--- config.mk ---
export PLATFORM = sky130hd
export DESIGN_NAME = i2c_target_top
export DESIGN_NICKNAME = d
export VERILOG_FILES = /design/src/verilog/i2c_target_pkg.sv /design/src/verilog/i2c_line_conditioner.sv /design/src/verilog/i2c_byte_engine.sv /design/src/verilog/i2c_transaction_ctrl.sv /design/src/verilog/i2c_register_file.sv /design/src/verilog/i2c_target_top.sv
export SDC_FILE = /design/constraint.sdc
export NUM_CORES = 1
export LEC_CHECK = 0
export ABC_AREA = 1
export BUFFER_PORTS_ARGS = -buffer_cell sky130_fd_sc_hd__buf_2
export CAP_MARGIN = 20
export CORE_MARGIN = 8
export CORE_UTILIZATION = 46
export DETAILED_ROUTE_END_ITERATION = 10
export GPL_ROUTABILITY_DRIVEN = 0
export HOLD_SLACK_MARGIN = 0.03
export PLACE_DENSITY_LB_ADDON = 0.25
export SLEW_MARGIN = 20
export SYNTH_ARGS = -nofsm -noshare
export SYNTH_HDL_FRONTEND = slang
export SYNTH_SLANG_ARGS = --single-unit
--- constraint.sdc ---
create_clock -name CLOCK -period 3.68 [get_ports CLOCK]
set_input_delay 0.184 -clock CLOCK [delete_from_list [all_inputs] [get_ports CLOCK]]
set_output_delay 0.184 -clock CLOCK [all_outputs]
set_load 0.02 [all_outputs]
--- src/verilog/i2c_target_pkg.sv ---
package i2c_target_pkg;

    // samples a line must hold before its level is accepted
    localparam int DEBOUNCE_LEN = 10;

    // bus address and register map
    localparam logic [6:0] TARGET_ADDR = 7'h50;
    localparam int NUM_WORDS = 4;
    localparam logic [7:0] RO_BASE = 8'h08;
    localparam logic [3:0][7:0] RO_VALUES = {8'h40, 8'h30, 8'h20, 8'h10};
    localparam logic [NUM_WORDS-1:0][15:0] WORD_RESET =
        {16'h0000, 16'h0000, 16'h031d, 16'h8095};
    localparam logic [7:0] UNMAPPED_VALUE = 8'hFF;
    localparam int CONFIG_WORD = 1;

    // conditioned bus activity, one pulse per event
    typedef struct packed {
        logic scl_rise;
        logic scl_fall;
        logic start;
        logic stop;
        logic sda_level;
    } line_events_t;

    // controller to byte engine
    typedef struct packed {
        logic       ack_en;
        logic       tx_load;
        logic [7:0] tx_byte;
    } byte_cmd_t;

    // byte engine to controller
    typedef struct packed {
        logic       rx_valid;
        logic [7:0] rx_byte;
        logic       tx_done;
        logic       master_ack;
    } byte_status_t;

    // controller to register file
    typedef struct packed {
        logic       rd;
        logic       wr;
        logic [7:0] addr;
        logic [7:0] wdata;
    } reg_access_t;

    // bit layout of word 1
    typedef struct packed {
        logic [4:0] rows_delay;
        logic [2:0] spare_hi;
        logic [1:0] mclk_mode;
        logic [3:0] spare_lo;
        logic       idle_mode;
        logic       mclk_speed;
    } config_fields_t;

    // written as bytes over the bus, read as fields by the host logic
    typedef union packed {
        logic [15:0]    raw;
        config_fields_t fields;
    } config_word_u;

endpackage

--- src/verilog/i2c_line_conditioner.sv ---
`timescale 1ns/1ps

module i2c_line_conditioner
(
    input  logic                         CLOCK,
    input  logic                         RESET,
    input  logic                         scl,
    input  logic                         sda,
    output i2c_target_pkg::line_events_t events
);

    localparam int LEN = i2c_target_pkg::DEBOUNCE_LEN;

    // index 0 is scl, index 1 is sda
    logic [1:0]          raw;
    logic [1:0][LEN-1:0] history;
    logic [1:0]          level;
    logic [1:0]          level_prev;
    logic                scl_high;
    logic                sda_rise;
    logic                sda_fall;

    i2c_target_pkg::line_events_t next_events;

    assign raw = {sda, scl};

    always_ff @(posedge CLOCK)
    begin
        if (RESET)
        begin
            history    <= '1;
            level      <= '1;
            level_prev <= '1;
        end
        else
        begin
            for (int i = 0; i < 2; i++)
            begin
                history[i] <= {history[i][LEN-2:0], raw[i]};
                // level moves only once the whole history agrees
                if (&history[i])
                begin
                    level[i] <= 1'b1;
                end
                else if (~|history[i])
                begin
                    level[i] <= 1'b0;
                end
            end
            level_prev <= level;
        end
    end

    always_comb
    begin
        scl_high = level[0] & level_prev[0];
        sda_rise = level[1] & ~level_prev[1];
        sda_fall = ~level[1] & level_prev[1];

        next_events.scl_rise  = level[0] & ~level_prev[0];
        next_events.scl_fall  = ~level[0] & level_prev[0];
        next_events.start     = scl_high & sda_fall;
        next_events.stop      = scl_high & sda_rise;
        next_events.sda_level = level[1];
    end

    always_ff @(posedge CLOCK)
    begin
        if (RESET)
        begin
            events <= '{scl_rise: 1'b0, scl_fall: 1'b0, start: 1'b0, stop: 1'b0,
                        sda_level: 1'b1};
        end
        else
        begin
            events <= next_events;
        end
    end

    // sda and scl must settle apart so start and stop stay unambiguous
    assert property (@(posedge CLOCK) disable iff (RESET)
        !((level[0] != level_prev[0]) && (level[1] != level_prev[1])))
        else $error("scl and sda settled in the same cycle");

endmodule

--- src/verilog/i2c_byte_engine.sv ---
`timescale 1ns/1ps

module i2c_byte_engine
(
    input  logic                         CLOCK,
    input  logic                         RESET,
    input  i2c_target_pkg::line_events_t events,
    input  i2c_target_pkg::byte_cmd_t    cmd,
    output i2c_target_pkg::byte_status_t status,
    output logic                         sda_drive_low
);

    typedef enum logic [2:0] {
        S_RX,
        S_ACK_WAIT,
        S_ACK,
        S_TX,
        S_MACK
    } state_t;

    state_t     state;
    logic [2:0] bit_cnt;
    logic [7:0] shift;
    logic       tx_pending;
    logic       rx_valid;
    logic       tx_done;
    logic       master_ack;
    logic       scl_high;

    always_ff @(posedge CLOCK)
    begin
        if (RESET)
        begin
            state         <= S_RX;
            bit_cnt       <= '0;
            tx_pending    <= 1'b0;
            rx_valid      <= 1'b0;
            tx_done       <= 1'b0;
            master_ack    <= 1'b0;
            sda_drive_low <= 1'b0;
            scl_high      <= 1'b1;
        end
        else
        begin
            rx_valid <= 1'b0;
            tx_done  <= 1'b0;
            if (events.scl_rise)
            begin
                scl_high <= 1'b1;
            end
            else if (events.scl_fall)
            begin
                scl_high <= 1'b0;
            end

            if (events.start || events.stop)
            begin
                state         <= S_RX;
                bit_cnt       <= '0;
                tx_pending    <= 1'b0;
                sda_drive_low <= 1'b0;
            end
            else
            begin
                // loaded during the address ACK, sent when the slot closes
                if (cmd.tx_load)
                begin
                    shift      <= cmd.tx_byte;
                    tx_pending <= 1'b1;
                end
                case (state)
                    S_RX:
                    begin
                        if (events.scl_rise)
                        begin
                            shift   <= {shift[6:0], events.sda_level};
                            bit_cnt <= bit_cnt + 3'd1;
                            if (bit_cnt == 3'd7)
                            begin
                                rx_valid <= 1'b1;
                                state    <= S_ACK_WAIT;
                            end
                        end
                    end
                    S_ACK_WAIT:
                    begin
                        if (events.scl_fall)
                        begin
                            sda_drive_low <= cmd.ack_en;
                            state         <= S_ACK;
                        end
                    end
                    S_ACK:
                    begin
                        if (events.scl_fall)
                        begin
                            bit_cnt <= '0;
                            if (tx_pending)
                            begin
                                sda_drive_low <= ~shift[7];
                                tx_pending    <= 1'b0;
                                state         <= S_TX;
                            end
                            else
                            begin
                                sda_drive_low <= 1'b0;
                                state         <= S_RX;
                            end
                        end
                    end
                    S_TX:
                    begin
                        if (events.scl_fall)
                        begin
                            bit_cnt <= bit_cnt + 3'd1;
                            if (bit_cnt == 3'd7)
                            begin
                                // release for the master's ACK bit
                                sda_drive_low <= 1'b0;
                                state         <= S_MACK;
                            end
                            else
                            begin
                                shift         <= {shift[6:0], 1'b0};
                                sda_drive_low <= ~shift[6];
                            end
                        end
                    end
                    S_MACK:
                    begin
                        if (events.scl_rise)
                        begin
                            master_ack <= ~events.sda_level;
                            tx_done    <= 1'b1;
                            state      <= S_RX;
                        end
                    end
                    default:
                    begin
                        state <= S_RX;
                    end
                endcase
            end
        end
    end

    always_comb
    begin
        status.rx_valid   = rx_valid;
        status.rx_byte    = shift;
        status.tx_done    = tx_done;
        status.master_ack = master_ack;
    end

    // the target moves sda only while scl is low, so it never fakes a start or stop
    assert property (@(posedge CLOCK) disable iff (RESET)
        $changed(sda_drive_low) |-> !scl_high)
        else $error("sda_drive_low changed while scl was high");

endmodule

--- src/verilog/i2c_transaction_ctrl.sv ---
`timescale 1ns/1ps

module i2c_transaction_ctrl
(
    input  logic                         CLOCK,
    input  logic                         RESET,
    input  i2c_target_pkg::line_events_t events,
    input  i2c_target_pkg::byte_status_t status,
    output i2c_target_pkg::byte_cmd_t    cmd,
    input  logic [7:0]                   rd_data,
    output i2c_target_pkg::reg_access_t  access
);

    typedef enum logic [2:0] {
        S_IDLE,
        S_ADDR,
        S_PTR,
        S_WDATA,
        S_RDATA,
        S_WAIT_STOP
    } state_t;

    state_t     state;
    logic [7:0] pointer;
    logic [7:0] wdata;
    logic       ack_en;
    logic       tx_load;
    logic       rd;
    logic       wr;
    logic       addr_match;

    // 7-bit address, the last bit is the direction
    assign addr_match = (status.rx_byte[7:1] == i2c_target_pkg::TARGET_ADDR);

    always_ff @(posedge CLOCK)
    begin
        if (RESET)
        begin
            state   <= S_IDLE;
            pointer <= '0;
            ack_en  <= 1'b0;
            tx_load <= 1'b0;
            rd      <= 1'b0;
            wr      <= 1'b0;
        end
        else
        begin
            rd      <= 1'b0;
            wr      <= 1'b0;
            // read data is on rd_data one cycle after rd
            tx_load <= rd;

            if (events.stop)
            begin
                state  <= S_IDLE;
                ack_en <= 1'b0;
            end
            else if (events.start)
            begin
                state  <= S_ADDR;
                ack_en <= 1'b0;
            end
            else
            begin
                case (state)
                    S_ADDR:
                    begin
                        if (status.rx_valid)
                        begin
                            if (!addr_match)
                            begin
                                state <= S_WAIT_STOP;
                            end
                            else if (status.rx_byte[0])
                            begin
                                ack_en <= 1'b1;
                                rd     <= 1'b1;
                                state  <= S_RDATA;
                            end
                            else
                            begin
                                ack_en <= 1'b1;
                                state  <= S_PTR;
                            end
                        end
                    end
                    S_PTR:
                    begin
                        if (status.rx_valid)
                        begin
                            pointer <= status.rx_byte;
                            state   <= S_WDATA;
                        end
                    end
                    S_WDATA:
                    begin
                        if (status.rx_valid)
                        begin
                            wr    <= 1'b1;
                            wdata <= status.rx_byte;
                            state <= S_WAIT_STOP;
                        end
                    end
                    S_RDATA:
                    begin
                        if (status.tx_done)
                        begin
                            ack_en <= 1'b0;
                            state  <= S_WAIT_STOP;
                        end
                    end
                    S_WAIT_STOP:
                    begin
                        // extra bytes of a burst are not acknowledged
                        if (status.rx_valid)
                        begin
                            ack_en <= 1'b0;
                        end
                    end
                    default:
                    begin
                        // idle until a start
                        state <= S_IDLE;
                    end
                endcase
            end
        end
    end

    always_comb
    begin
        cmd.ack_en   = ack_en;
        cmd.tx_load  = tx_load;
        cmd.tx_byte  = rd_data;
        access.rd    = rd;
        access.wr    = wr;
        access.addr  = pointer;
        access.wdata = wdata;
    end

    // engine and controller agree on the direction of the current byte
    assert property (@(posedge CLOCK) disable iff (RESET)
        status.rx_valid |-> (state != S_RDATA))
        else $error("byte received while the read byte was being sent");

    // reads are single bytes, so the master ends each one with a NACK
    assert property (@(posedge CLOCK) disable iff (RESET)
        status.tx_done |-> !status.master_ack)
        else $error("master acknowledged a read byte and asked for a burst");

endmodule

--- src/verilog/i2c_register_file.sv ---
`timescale 1ns/1ps

module i2c_register_file
(
    input  logic                        CLOCK,
    input  logic                        RESET,
    input  i2c_target_pkg::reg_access_t access,
    output logic [7:0]                  rd_data,
    input  logic                        rd_en,
    input  logic [2:0]                  side_addr,
    output logic [15:0]                 dat_out,
    output logic                        mclk_speed,
    output logic                        idle_mode,
    output logic [1:0]                  mclk_mode,
    output logic [4:0]                  rows_delay
);

    // two bus bytes per word
    localparam logic [7:0] WORD_BYTES = 8'(2 * i2c_target_pkg::NUM_WORDS);

    logic [i2c_target_pkg::NUM_WORDS-1:0][15:0] words;
    logic [1:0]                                 word_sel;
    logic [7:0]                                 ro_offset;

    i2c_target_pkg::config_word_u config_word;

    assign word_sel  = access.addr[2:1];
    assign ro_offset = access.addr - i2c_target_pkg::RO_BASE;

    // even address is the high byte, odd the low byte
    always_ff @(posedge CLOCK)
    begin
        if (RESET)
        begin
            words <= i2c_target_pkg::WORD_RESET;
        end
        else if (access.wr && access.addr < WORD_BYTES)
        begin
            if (access.addr[0])
            begin
                words[word_sel][7:0] <= access.wdata;
            end
            else
            begin
                words[word_sel][15:8] <= access.wdata;
            end
        end
    end

    always_ff @(posedge CLOCK)
    begin
        if (access.rd)
        begin
            if (access.addr < WORD_BYTES)
            begin
                rd_data <= access.addr[0] ? words[word_sel][7:0] : words[word_sel][15:8];
            end
            else if (ro_offset < 8'd4)
            begin
                rd_data <= i2c_target_pkg::RO_VALUES[ro_offset[1:0]];
            end
            else
            begin
                rd_data <= i2c_target_pkg::UNMAPPED_VALUE;
            end
        end
    end

    // side port, zero above the last word
    always_ff @(posedge CLOCK)
    begin
        if (RESET)
        begin
            dat_out <= '0;
        end
        else if (rd_en)
        begin
            if (side_addr < 3'(i2c_target_pkg::NUM_WORDS))
            begin
                dat_out <= words[side_addr[1:0]];
            end
            else
            begin
                dat_out <= '0;
            end
        end
    end

    assign config_word.raw = words[i2c_target_pkg::CONFIG_WORD];
    assign mclk_speed      = config_word.fields.mclk_speed;
    assign idle_mode       = config_word.fields.idle_mode;
    assign mclk_mode       = config_word.fields.mclk_mode;
    assign rows_delay      = config_word.fields.rows_delay;

endmodule

--- src/verilog/i2c_target_top.sv ---
`timescale 1ns/1ps

module i2c_target_top
(
    input  logic        CLOCK,
    input  logic        RESET,
    input  logic        scl,
    input  logic        sda,
    output logic        sda_drive_low,
    input  logic        rd_en,
    input  logic [2:0]  side_addr,
    output logic [15:0] dat_out,
    output logic        mclk_speed,
    output logic        idle_mode,
    output logic [1:0]  mclk_mode,
    output logic [4:0]  rows_delay
);

    i2c_target_pkg::line_events_t events;
    i2c_target_pkg::byte_cmd_t    cmd;
    i2c_target_pkg::byte_status_t status;
    i2c_target_pkg::reg_access_t  access;
    logic [7:0]                   rd_data;

    i2c_line_conditioner u_line_conditioner
    (
        .CLOCK  (CLOCK),
        .RESET  (RESET),
        .scl    (scl),
        .sda    (sda),
        .events (events)
    );

    i2c_byte_engine u_byte_engine
    (
        .CLOCK         (CLOCK),
        .RESET         (RESET),
        .events        (events),
        .cmd           (cmd),
        .status        (status),
        .sda_drive_low (sda_drive_low)
    );

    i2c_transaction_ctrl u_transaction_ctrl
    (
        .CLOCK   (CLOCK),
        .RESET   (RESET),
        .events  (events),
        .status  (status),
        .cmd     (cmd),
        .rd_data (rd_data),
        .access  (access)
    );

    i2c_register_file u_register_file
    (
        .CLOCK      (CLOCK),
        .RESET      (RESET),
        .access     (access),
        .rd_data    (rd_data),
        .rd_en      (rd_en),
        .side_addr  (side_addr),
        .dat_out    (dat_out),
        .mclk_speed (mclk_speed),
        .idle_mode  (idle_mode),
        .mclk_mode  (mclk_mode),
        .rows_delay (rows_delay)
    );

endmodule

==> impl_summary.txt, run 1 <==
----------------------------------------------------
[Final layout]
  Number of nets in the final layout ... 960
  Share of final-layout standard cells stronger than drive strength 1 ... 0.116
  Number of fillers in the final layout ... 1457
  Final standard cell area without fillers ... 7870 µm²
  Final design utilization ... 0.520
  Antenna diode count ... 0
  Most frequent cells in the layout ... sky130_fd_sc_hd__nand2_1 (186), sky130_fd_sc_hd__dfxtp_1 (133), sky130_fd_sc_hd__a21oi_1 (106)
  Most common library cell in the layout ignoring fill and taps ... sky130_fd_sc_hd__nand2_1
  Area overhead of the layout relative to synthesis ... 11.2%
  Non-filler cells, final ... 1149

[Route]
  Vias per std cell ... 5.36
  Number of vias after detailed routing ... 6164
  TritonRoute pass-1 iters ... 6
  Count of antenna-violating nets left after detailed routing ... 0
  Number of remaining DRC errors ... 0
  Routed wire per std cell ... 15.9 µm
  Detailed Route Iter0 Violations ... 422
  Detailed Route WL ... 18.3 mm

[Worst setup path]
  Number of buffer and inverter instances along the worst setup path ... 2
  Kind of capture point of the worst setup path ... register
  Arrival time reported for the critical path endpoint ... 2370 ps
  Critical-path cell list ... inv_1, nor3_1, nand2_2, inv_1, nor2_1, nor2_1
  Cell type of the slowest stage on the worst timing path ... sky130_fd_sc_hd__dfxtp_1
  Crit Path Category ... register to register
  Logic depth of the worst path, buffers included ... 6
  Worst stage delay on the critical path ... 670 ps
  Worst endpoint required time ... 4050 ps
  Logic depth of the worst register-to-register path ... 6
  Critical Path Fanout Max ... 15
  Family with the most delay on the worst path ... flip-flops
  Endpoint of the worst-slack reg-to-reg timing path ... u_register_file.words[1]
  Launch point of the worst reg-to-reg path ... u_transaction_ctrl.pointer[0]
  Internal reg-to-reg setup slack ... 1670 ps
  Kind of launch point of the worst setup path ... register

[GRT]
  Via count of the first global-routing pass ... 5724
  Pin count of the biggest net entering global routing ... 68
  Antenna violations before repair ... 0
  Wire length of the first global-routing pass ... 29.5 mm
  Total grt overflow ... 0
  Overall routing resource usage ... 0.190

[Power]
  Combinational group share of total power ... 0.054
  Static leakage power ... 3.31 nW
  Maximum VDD drop ... 0.349 mV
  Clock network power share ... 0.476
  Ratio of total power to cell area ... 484 nW/µm²
  Internal power ... 2.87 mW
  Psw ... 0.943 mW
  Sw Share ... 0.247
  Power Total ... 3.81 mW
  Sequential share of power ... 0.470

[Timing]
  Max frequency ... 499 MHz
  Final hold violation count ... 0
  Final critical delay including setup and external delays ... 2010 ps
  Setup repair after global routing missed its margin ... no
  Post-layout worst setup margin ... 1670 ps
  Setup_tns ... 0 ps
  Count of endpoints failing setup in the final report ... 0
  Worst-case headroom to the max-slew limit ... 0.298
  Count of pins over their slew limit ... 0
  Smallest hold slack ... 150 ps
  Transition time at the pin with the least slew margin ... 1050 ps
  Clk_skew ... 7.50 ps
  Period utilisation layout ... 0.545

[Synth]
  Cell count after synthesis ... 940
  Fraction of synthesis flops using an asynchronous set or reset pin ... 0
  Register area share after synthesis ... 0.478
  Syn Area/Cell ... 7.53 µm²
  Warnings from Yosys ... 0
  Post-synth EDFFs ... 24
  Yosys reg bits ... 157
  Post-Synthesis Cell Area ... 7080 µm²
  Count of cell types in the netlist ... 36
  Most used flip-flop cell after synthesis ... sky130_fd_sc_hd__dfxtp_1
  Synth Net Count ... 952

[Placement]
  Standard cell area after detailed placement ... 7230 µm²
  Quantity of I/O buffers inserted on ports ... 33
  Setup Slack @ Placement ... 1690 ps
  Detail Placement HPWL ... 12.4 mm
  Number of placed instances with taps included ... 1115

[Clock tree]
  Post-cts gate resize count ... 0
  Number of buffers between clock root and the deepest sink ... 2
  Clock tree root driver cell ... sky130_fd_sc_hd__clkbuf_16
  Clock transition at the registers of the reported paths ... 60 ps
  H-tree level count ... 4
  CTS tree ... yes
  Clock latency of the later-clocked register in the worst-skew pair ... 430 ps
  CTS buffer count ... 17
  Clock sinks ... 157

[Hold path]
  Worst Hold Launch ... side_addr[2]
  Cell depth of the worst hold path ... 4
  Class of the worst hold path ... input port to register
  Worst Hold Endpoint ... u_register_file.dat_out[7]

[Floorplanning]
  Die Wd ... 140 µm
  # rows ... 45
  Initial core utilization ... 0.468
  Floorplan core area ... 15100 µm²
  Floorplan die area ... 19600 µm²
  Die outline height ... 140 µm
  Num ports ... 34

[Flow run]
  Max Cap Violations ... 0

[Run status]
  Result of the run ... finished clean

----------------------------------------------------
## final cells by class
cell class,instances,area (µm²),area share
Tap cell,188,235,0.0299
Multi-Input combinational cell,626,3020,0.384
Clock inverter,13,141,0.0180
Timing Repair Buffer,36,205,0.0261
Sequential cell,157,3380,0.430
Clock buffer,19,475,0.0604
Inverter,110,413,0.0524
## cells by family (layout without fill, tap and decap cells)
family                   Yosys count  count (layout)  synth area share
buffers and inverters            157             178            0.0961
adder cells (fa/ha/maj)            4               4           0.00707
flip-flops                       157             157             0.478
multiplexers                       2               2           0.00283
AND/OR/NAND/NOR                  386             386             0.239
AO/OA/AOI/OAI                    234             234             0.177
## worst max-delay path by stage
| stage | end | startpoint | slack [ps] |
|---|---|---|---|
| 2_1_floorplan | u_transaction_ctrl.wdata[0] | u_transaction_ctrl.state[2] | 2100 |
| 3_3_place_gp | u_register_file.dat_out[6] | rd_en | 1740 |
| 3_5_place_dp | u_register_file.dat_out[0] | side_addr[0] | 1690 |
| 4_1_cts | u_register_file.words[6] | u_transaction_ctrl.pointer[0] | 1730 |
| 5_1_grt | u_register_file.words[7] | u_transaction_ctrl.pointer[0] | 1490 |
| 6_report | u_register_file.words[1] | u_transaction_ctrl.pointer[0] | 1670 |
## layer usage
| metal | wire, µm | part of all wire | GRT usage | up-vias |
|---|---|---|---|---|
| met2 | 8710 | 0.48 | 0.318 | 191 |
| met1 | 7980 | 0.44 | 0.227 | 2819 |
| met5 | 0 | 0 | 0 | - |
| met4 | 647 | 0.035 | 0.0983 | 0 |
| li1 | - | - | - | 3112 |
| met3 | 970 | 0.053 | 0.0398 | 42 |
## worst min-delay path, stage by stage
cell                      delay [ps]
sky130_fd_sc_hd__buf_2            80
sky130_fd_sc_hd__nor2_2          120
sky130_fd_sc_hd__nand2_1         100
sky130_fd_sc_hd__a21oi_1          50
## what timing repair did
| action | CTS | global route |
|---|---|---|
| hold buffers | 2 | 0 |
| endpoints found under the hold margin | 2 | 0 |
| setup buffers | 0 | 0 |
## sequential cells by signal, summed over array words and instances, names as in the netlist, 2 cells and up
| register | cells |
|---|---|
| u_byte_engine.bit_cnt | 3 |
| u_byte_engine.shift | 8 |
| u_byte_engine.state | 3 |
| u_line_conditioner.events | 4 |
| u_line_conditioner.history | 20 |
| u_line_conditioner.level | 2 |
| u_line_conditioner.level_prev | 2 |
| u_register_file.config_word | 16 |
| u_register_file.dat_out | 16 |
| u_register_file.rd_data | 8 |
| u_register_file.words | 48 |
| u_transaction_ctrl.pointer | 8 |
| u_transaction_ctrl.state | 3 |
| u_transaction_ctrl.wdata | 8 |
## power by group through the flow
| stage | logic, mW | registers, mW | clock network [mW] |
|---|---|---|---|
| floorplan | 0.147 | 1.83 | 0 |
| global placement | 0.200 | 1.83 | 0 |
| detailed placement | 0.203 | 1.83 | 0 |
| CTS | 0.205 | 1.79 | 1.84 |
| global route | 0.238 | 1.79 | 1.91 |
| finish | 0.206 | 1.79 | 1.82 |
## cell usage after synthesis, types with 2 or more instances
cell	count	area [µm²]
sky130_fd_sc_hd__o21ai_2	3	26.3
sky130_fd_sc_hd__buf_2	10	50.1
sky130_fd_sc_hd__nor2_1	93	349
sky130_fd_sc_hd__nor2_2	6	37.5
sky130_fd_sc_hd__dfxtp_1	133	2660
sky130_fd_sc_hd__nand3_1	50	250
sky130_fd_sc_hd__o21ai_0	86	430
sky130_fd_sc_hd__a21oi_2	2	17.5
sky130_fd_sc_hd__a22oi_1	15	113
sky130_fd_sc_hd__buf_6	6	67.6
sky130_fd_sc_hd__nor2_4	3	33.8
sky130_fd_sc_hd__inv_1	99	372
sky130_fd_sc_hd__a21oi_1	106	531
sky130_fd_sc_hd__inv_2	8	30.0
sky130_fd_sc_hd__nor3_1	8	40.0
sky130_fd_sc_hd__nor4_1	4	25.0
sky130_fd_sc_hd__or2_2	9	56.3
sky130_fd_sc_hd__mux2i_1	2	20.0
sky130_fd_sc_hd__clkinv_1	3	11.3
sky130_fd_sc_hd__nand4_1	16	100
sky130_fd_sc_hd__nand2_1	186	698
sky130_fd_sc_hd__o211ai_2	2	25.0
sky130_fd_sc_hd__buf_4	9	67.6
sky130_fd_sc_hd__nand2_2	7	43.8
sky130_fd_sc_hd__ha_1	4	50.1
sky130_fd_sc_hd__edfxtp_1	24	721
sky130_fd_sc_hd__nand3_2	2	20.0
sky130_fd_sc_hd__o21ai_1	14	70.1
sky130_fd_sc_hd__clkbuf_1	21	78.8
sky130_fd_sc_hd__o211ai_1	3	22.5
Power figures use the tool's default switching activity.
==> run 2: changes to the inputs <==
--- a/config.mk
+++ b/config.mk
@@ -5,7 +5,7 @@
 export SDC_FILE = /design/constraint.sdc
 export NUM_CORES = 1
 export LEC_CHECK = 0
-export ABC_AREA = 1
+export ABC_AREA = 0
 export BUFFER_PORTS_ARGS = -buffer_cell sky130_fd_sc_hd__buf_2
 export CAP_MARGIN = 20
 export CORE_MARGIN = 8
==> constraint.sdc (replaced) <==
create_clock -name CLOCK -period 2 [get_ports CLOCK]
set_input_delay 0.1 -clock CLOCK [delete_from_list [all_inputs] [get_ports CLOCK]]
set_output_delay 0.1 -clock CLOCK [all_outputs]
set_load 0.02 [all_outputs]
==> run 2 against run 1 <==
Combinational power down 7%. Synthesized area down 2.8%. Clock skew about the same. Sequential power up 81%. First-iteration DRC count up 23%. Core utilization up 4.1 points. Clock power up 80%. Non-clock buffer count up 47. Count of clock-buffer cells in the layout down 1. Global-route usage down 2.3 points. Setup slack worse by 1700 ps. Synthesized cell count down 32%. Critical endpoint is now u_register_file.words[36]. Highest routed layer unchanged.
==> impl_summary.txt, run 2 <==
----------------------------------------------------
[Floorplanning]
  Initial core utilization ... 0.472
  # rows ... 44
  Die Wd ... 138 µm
  Floorplan core area ... 14600 µm²
  Num ports ... 34
  Floorplan die area ... 19100 µm²
  Die outline height ... 138 µm

[Power]
  Psw ... 1.42 mW
  Static leakage power ... 3.12 nW
  Maximum VDD drop ... 0.563 mV
  Ratio of total power to cell area ... 820 nW/µm²
  Internal power ... 5.29 mW
  Sw Share ... 0.211
  Combinational group share of total power ... 0.029
  Clock network power share ... 0.488
  Sequential share of power ... 0.483

[Flow run]
  Max Cap Violations ... 0

[Clock tree]
  CTS buffer count ... 17
  Number of buffers between clock root and the deepest sink ... 2
  H-tree level count ... 4
  Clock latency of the later-clocked register in the worst-skew pair ... 420 ps
  Clock sinks ... 157
  Clock tree root driver cell ... sky130_fd_sc_hd__clkbuf_16
  Clock transition at the registers of the reported paths ... 60 ps
  CTS tree ... yes

[Route]
  Routed wire per std cell ... 17.6 µm
  Number of vias after detailed routing ... 4963
  Detailed Route Iter0 Violations ... 517
  Number of remaining DRC errors ... 0
  Count of antenna-violating nets left after detailed routing ... 0
  Detailed Route WL ... 15.6 mm
  TritonRoute pass-1 iters ... 5
  Vias per std cell ... 5.59

[Worst setup path]
  Kind of launch point of the worst setup path ... register
  Library cell appearing most often on the critical path ... sky130_fd_sc_hd__or4_4
  Crit Path Category ... register to register
  Worst endpoint required time ... 2270 ps
  Number of buffer and inverter instances along the worst setup path ... 1
  Worst stage delay on the critical path ... 580 ps
  Arrival time reported for the critical path endpoint ... 2250 ps
  Cell type of the slowest stage on the worst timing path ... sky130_fd_sc_hd__or4_4
  Critical Path Fanout Max ... 8
  Kind of capture point of the worst setup path ... register
  Family with the most delay on the worst path ... simple AND/OR/NAND/NOR gates
  Critical-path cell list ... or4_4, or4_4, buf_12, mux2i_1, nor2_1

[GRT]
  Antenna violations before repair ... 0
  Overall routing resource usage ... 0.167
  Total grt overflow ... 0
  Wire length of the first global-routing pass ... 25.8 mm
  Pin count of the biggest net entering global routing ... 92
  Via count of the first global-routing pass ... 4899

[Timing]
  Final critical delay including setup and external delays ... 1980 ps
  Count of endpoints failing setup in the final report ... 0
  Worst-case headroom to the max-slew limit ... 0.266
  Clk_skew ... 7.27 ps
  Max frequency ... 506 MHz
  Final hold violation count ... 0
  Transition time at the pin with the least slew margin ... 1100 ps
  Period utilisation layout ... 0.988
  Setup repair after global routing missed its margin ... yes
  Setup_tns ... 0 ps
  Count of pins over their slew limit ... 0

[Synth]
  Syn Area/Cell ... 10.7 µm²
  Most common cell in the synthesized netlist ... sky130_fd_sc_hd__dfxtp_1
  Top cells by count, synth ... sky130_fd_sc_hd__dfxtp_1 (133), sky130_fd_sc_hd__nor2_1 (97), sky130_fd_sc_hd__mux2i_1 (73), sky130_fd_sc_hd__a21oi_1 (37), sky130_fd_sc_hd__clkbuf_1 (33)
  Cell count after synthesis ... 642
  Biggest area consumer among synthesized cells ... sky130_fd_sc_hd__dfxtp_1
  Post-Synthesis Cell Area ... 6880 µm²
  Yosys reg bits ... 157
  Main area contributors after synthesis ... sky130_fd_sc_hd__dfxtp_1 (39%), sky130_fd_sc_hd__mux2i_1 (11%), sky130_fd_sc_hd__edfxtp_1 (10%)
  Synth Net Count ... 654
  Fraction of synthesis flops using an asynchronous set or reset pin ... 0
  Register area share after synthesis ... 0.492
  Count of cell types in the netlist ... 52
  Post-synth EDFFs ... 24
  Warnings from Yosys ... 0
  Yosys top cell area share ... 0.387
  Most used flip-flop cell after synthesis ... sky130_fd_sc_hd__dfxtp_1

[Final layout]
  Max reg flops ... 48
  Number of fillers in the final layout ... 1176
  Area overhead of the layout relative to synthesis ... 18.9%
  Antenna diode count ... 0
  Final standard cell area without fillers ... 8180 µm²
  Area of all sequential standard cells ... 3380 µm²
  Most common library cell in the layout ignoring fill and taps ... sky130_fd_sc_hd__dfxtp_1
  Share of final-layout standard cells stronger than drive strength 1 ... 0.260
  Number of nets in the final layout ... 703
  Largest registers ranked by flip-flop count ... u_register_file.words: 48 flops, u_line_conditioner.history: 20 flops
  Register with the most flip-flops ... u_register_file.words
  Non-filler cells, final ... 888
  Most frequent cells in the layout ... sky130_fd_sc_hd__dfxtp_1 (132), sky130_fd_sc_hd__nor2_1 (97), sky130_fd_sc_hd__mux2i_1 (70)
  Multi-input combinational cell area ... 3290 µm²

[Placement]
  Standard cell area after detailed placement ... 7390 µm²
  Number of placed instances with taps included ... 846
  Detail Placement HPWL ... 10.6 mm
  Quantity of I/O buffers inserted on ports ... 33

[Hold path]
  Class of the worst hold path ... input port to register

[Run status]
  Result of the run ... finished clean

----------------------------------------------------
[run 2: cell types whose count changed in the layout (fill, tap and decap cells not counted), moves of 14 or more]
cell                      delta
sky130_fd_sc_hd__o21ai_1    -14
sky130_fd_sc_hd__mux2i_1    +68
sky130_fd_sc_hd__o21ai_0    -72
sky130_fd_sc_hd__inv_1      -88
sky130_fd_sc_hd__a21oi_1    -69
sky130_fd_sc_hd__nor2b_1    +21
sky130_fd_sc_hd__buf_4      +35
sky130_fd_sc_hd__nand2_1   -174
sky130_fd_sc_hd__or2_2      +14
sky130_fd_sc_hd__nand3_1    -37
sky130_fd_sc_hd__mux4_2     +32
[run 2: worst paths after layout]
| path | from | to | slack [ps] | depth (start not counted) |
|---|---|---|---|---|
| worst max register to register | u_transaction_ctrl.pointer[3] | u_register_file.words[36] | 20 | 5 |
| worst min register to register | u_line_conditioner.level_prev[1] | u_line_conditioner.events[1] | 430 | 1 |
| worst min-delay path | rd_en | u_register_file.dat_out[1] | 170 | 4 |
| worst max-delay path | u_transaction_ctrl.pointer[3] | u_register_file.words[36] | 20 | 5 |
[run 2: what timing repair did]
action                                 CTS  global route
buffers inserted                         0             5
hold buffers                             3             0
cloned                                   0             2
gates resized for setup                  5            20
endpoints found under the hold margin    3             0
pin swaps                                2             5
setup endpoints to repair               13            37
[run 2: final cells by class]
cell class	count	area share
repair buffers	83	0.0771
inverters	11	0.00505
clock inverters	14	0.0205
multi-input cells	421	0.402
well taps	184	0.0281
clock buffers	18	0.0537
flip-flops and latches	157	0.414
[run 2: metal layers]
metal | wire, µm | track usage
met1 | 7090 | 0.214
met2 | 7410 | 0.260
met3 | 740 | 0.0418
met4 | 391 | 0.0755
met5 | 0 | 0
[run 2: cells by family (layout without fill, tap and decap cells)]
logic type | after synthesis | in the layout | synth area share
and+or+nand+nor | 238 | 238 | 0.184
muxes | 105 | 105 | 0.211
adders and majority gates | 4 | 4 | 0.00727
xor gates and xnor gates | 2 | 2 | 0.00255
buffers and inverters | 64 | 126 | 0.0407
AOI/OAI and AO/OA | 72 | 72 | 0.0631
DFF | 157 | 157 | 0.492
[run 2: through the flow]
step           utilization  worst slack, ps  hold slack [ps]  total power [mW]
6_report             0.561             24.4              170              6.71
5_1_grt              0.561            -42.6              187              6.95
4_1_cts              0.552            -3.84              154              6.77
3_5_place_dp         0.507            -47.9              290              3.50
3_3_place_gp         0.507            -7.85              286              3.49
2_1_floorplan            -             3.53              204              3.43
[run 2: worst register-to-register path, cell delays in order (launching register included)]
cell and delay (ps):
sky130_fd_sc_hd__dfxtp_2 320, sky130_fd_sc_hd__or4_4 580, sky130_fd_sc_hd__or4_4 550, sky130_fd_sc_hd__buf_12 170, sky130_fd_sc_hd__mux2i_1 150, sky130_fd_sc_hd__nor2_1 60
[run 2: power groups by stage]
stage	registers, mW	clock network (mW)	logic (mW)
after detailed placement	3.31	0	0.187
final	3.24	3.27	0.192
after floorplan	3.31	0	0.120
after global routing	3.24	3.50	0.211
after CTS	3.24	3.34	0.193
after global placement	3.31	0	0.184
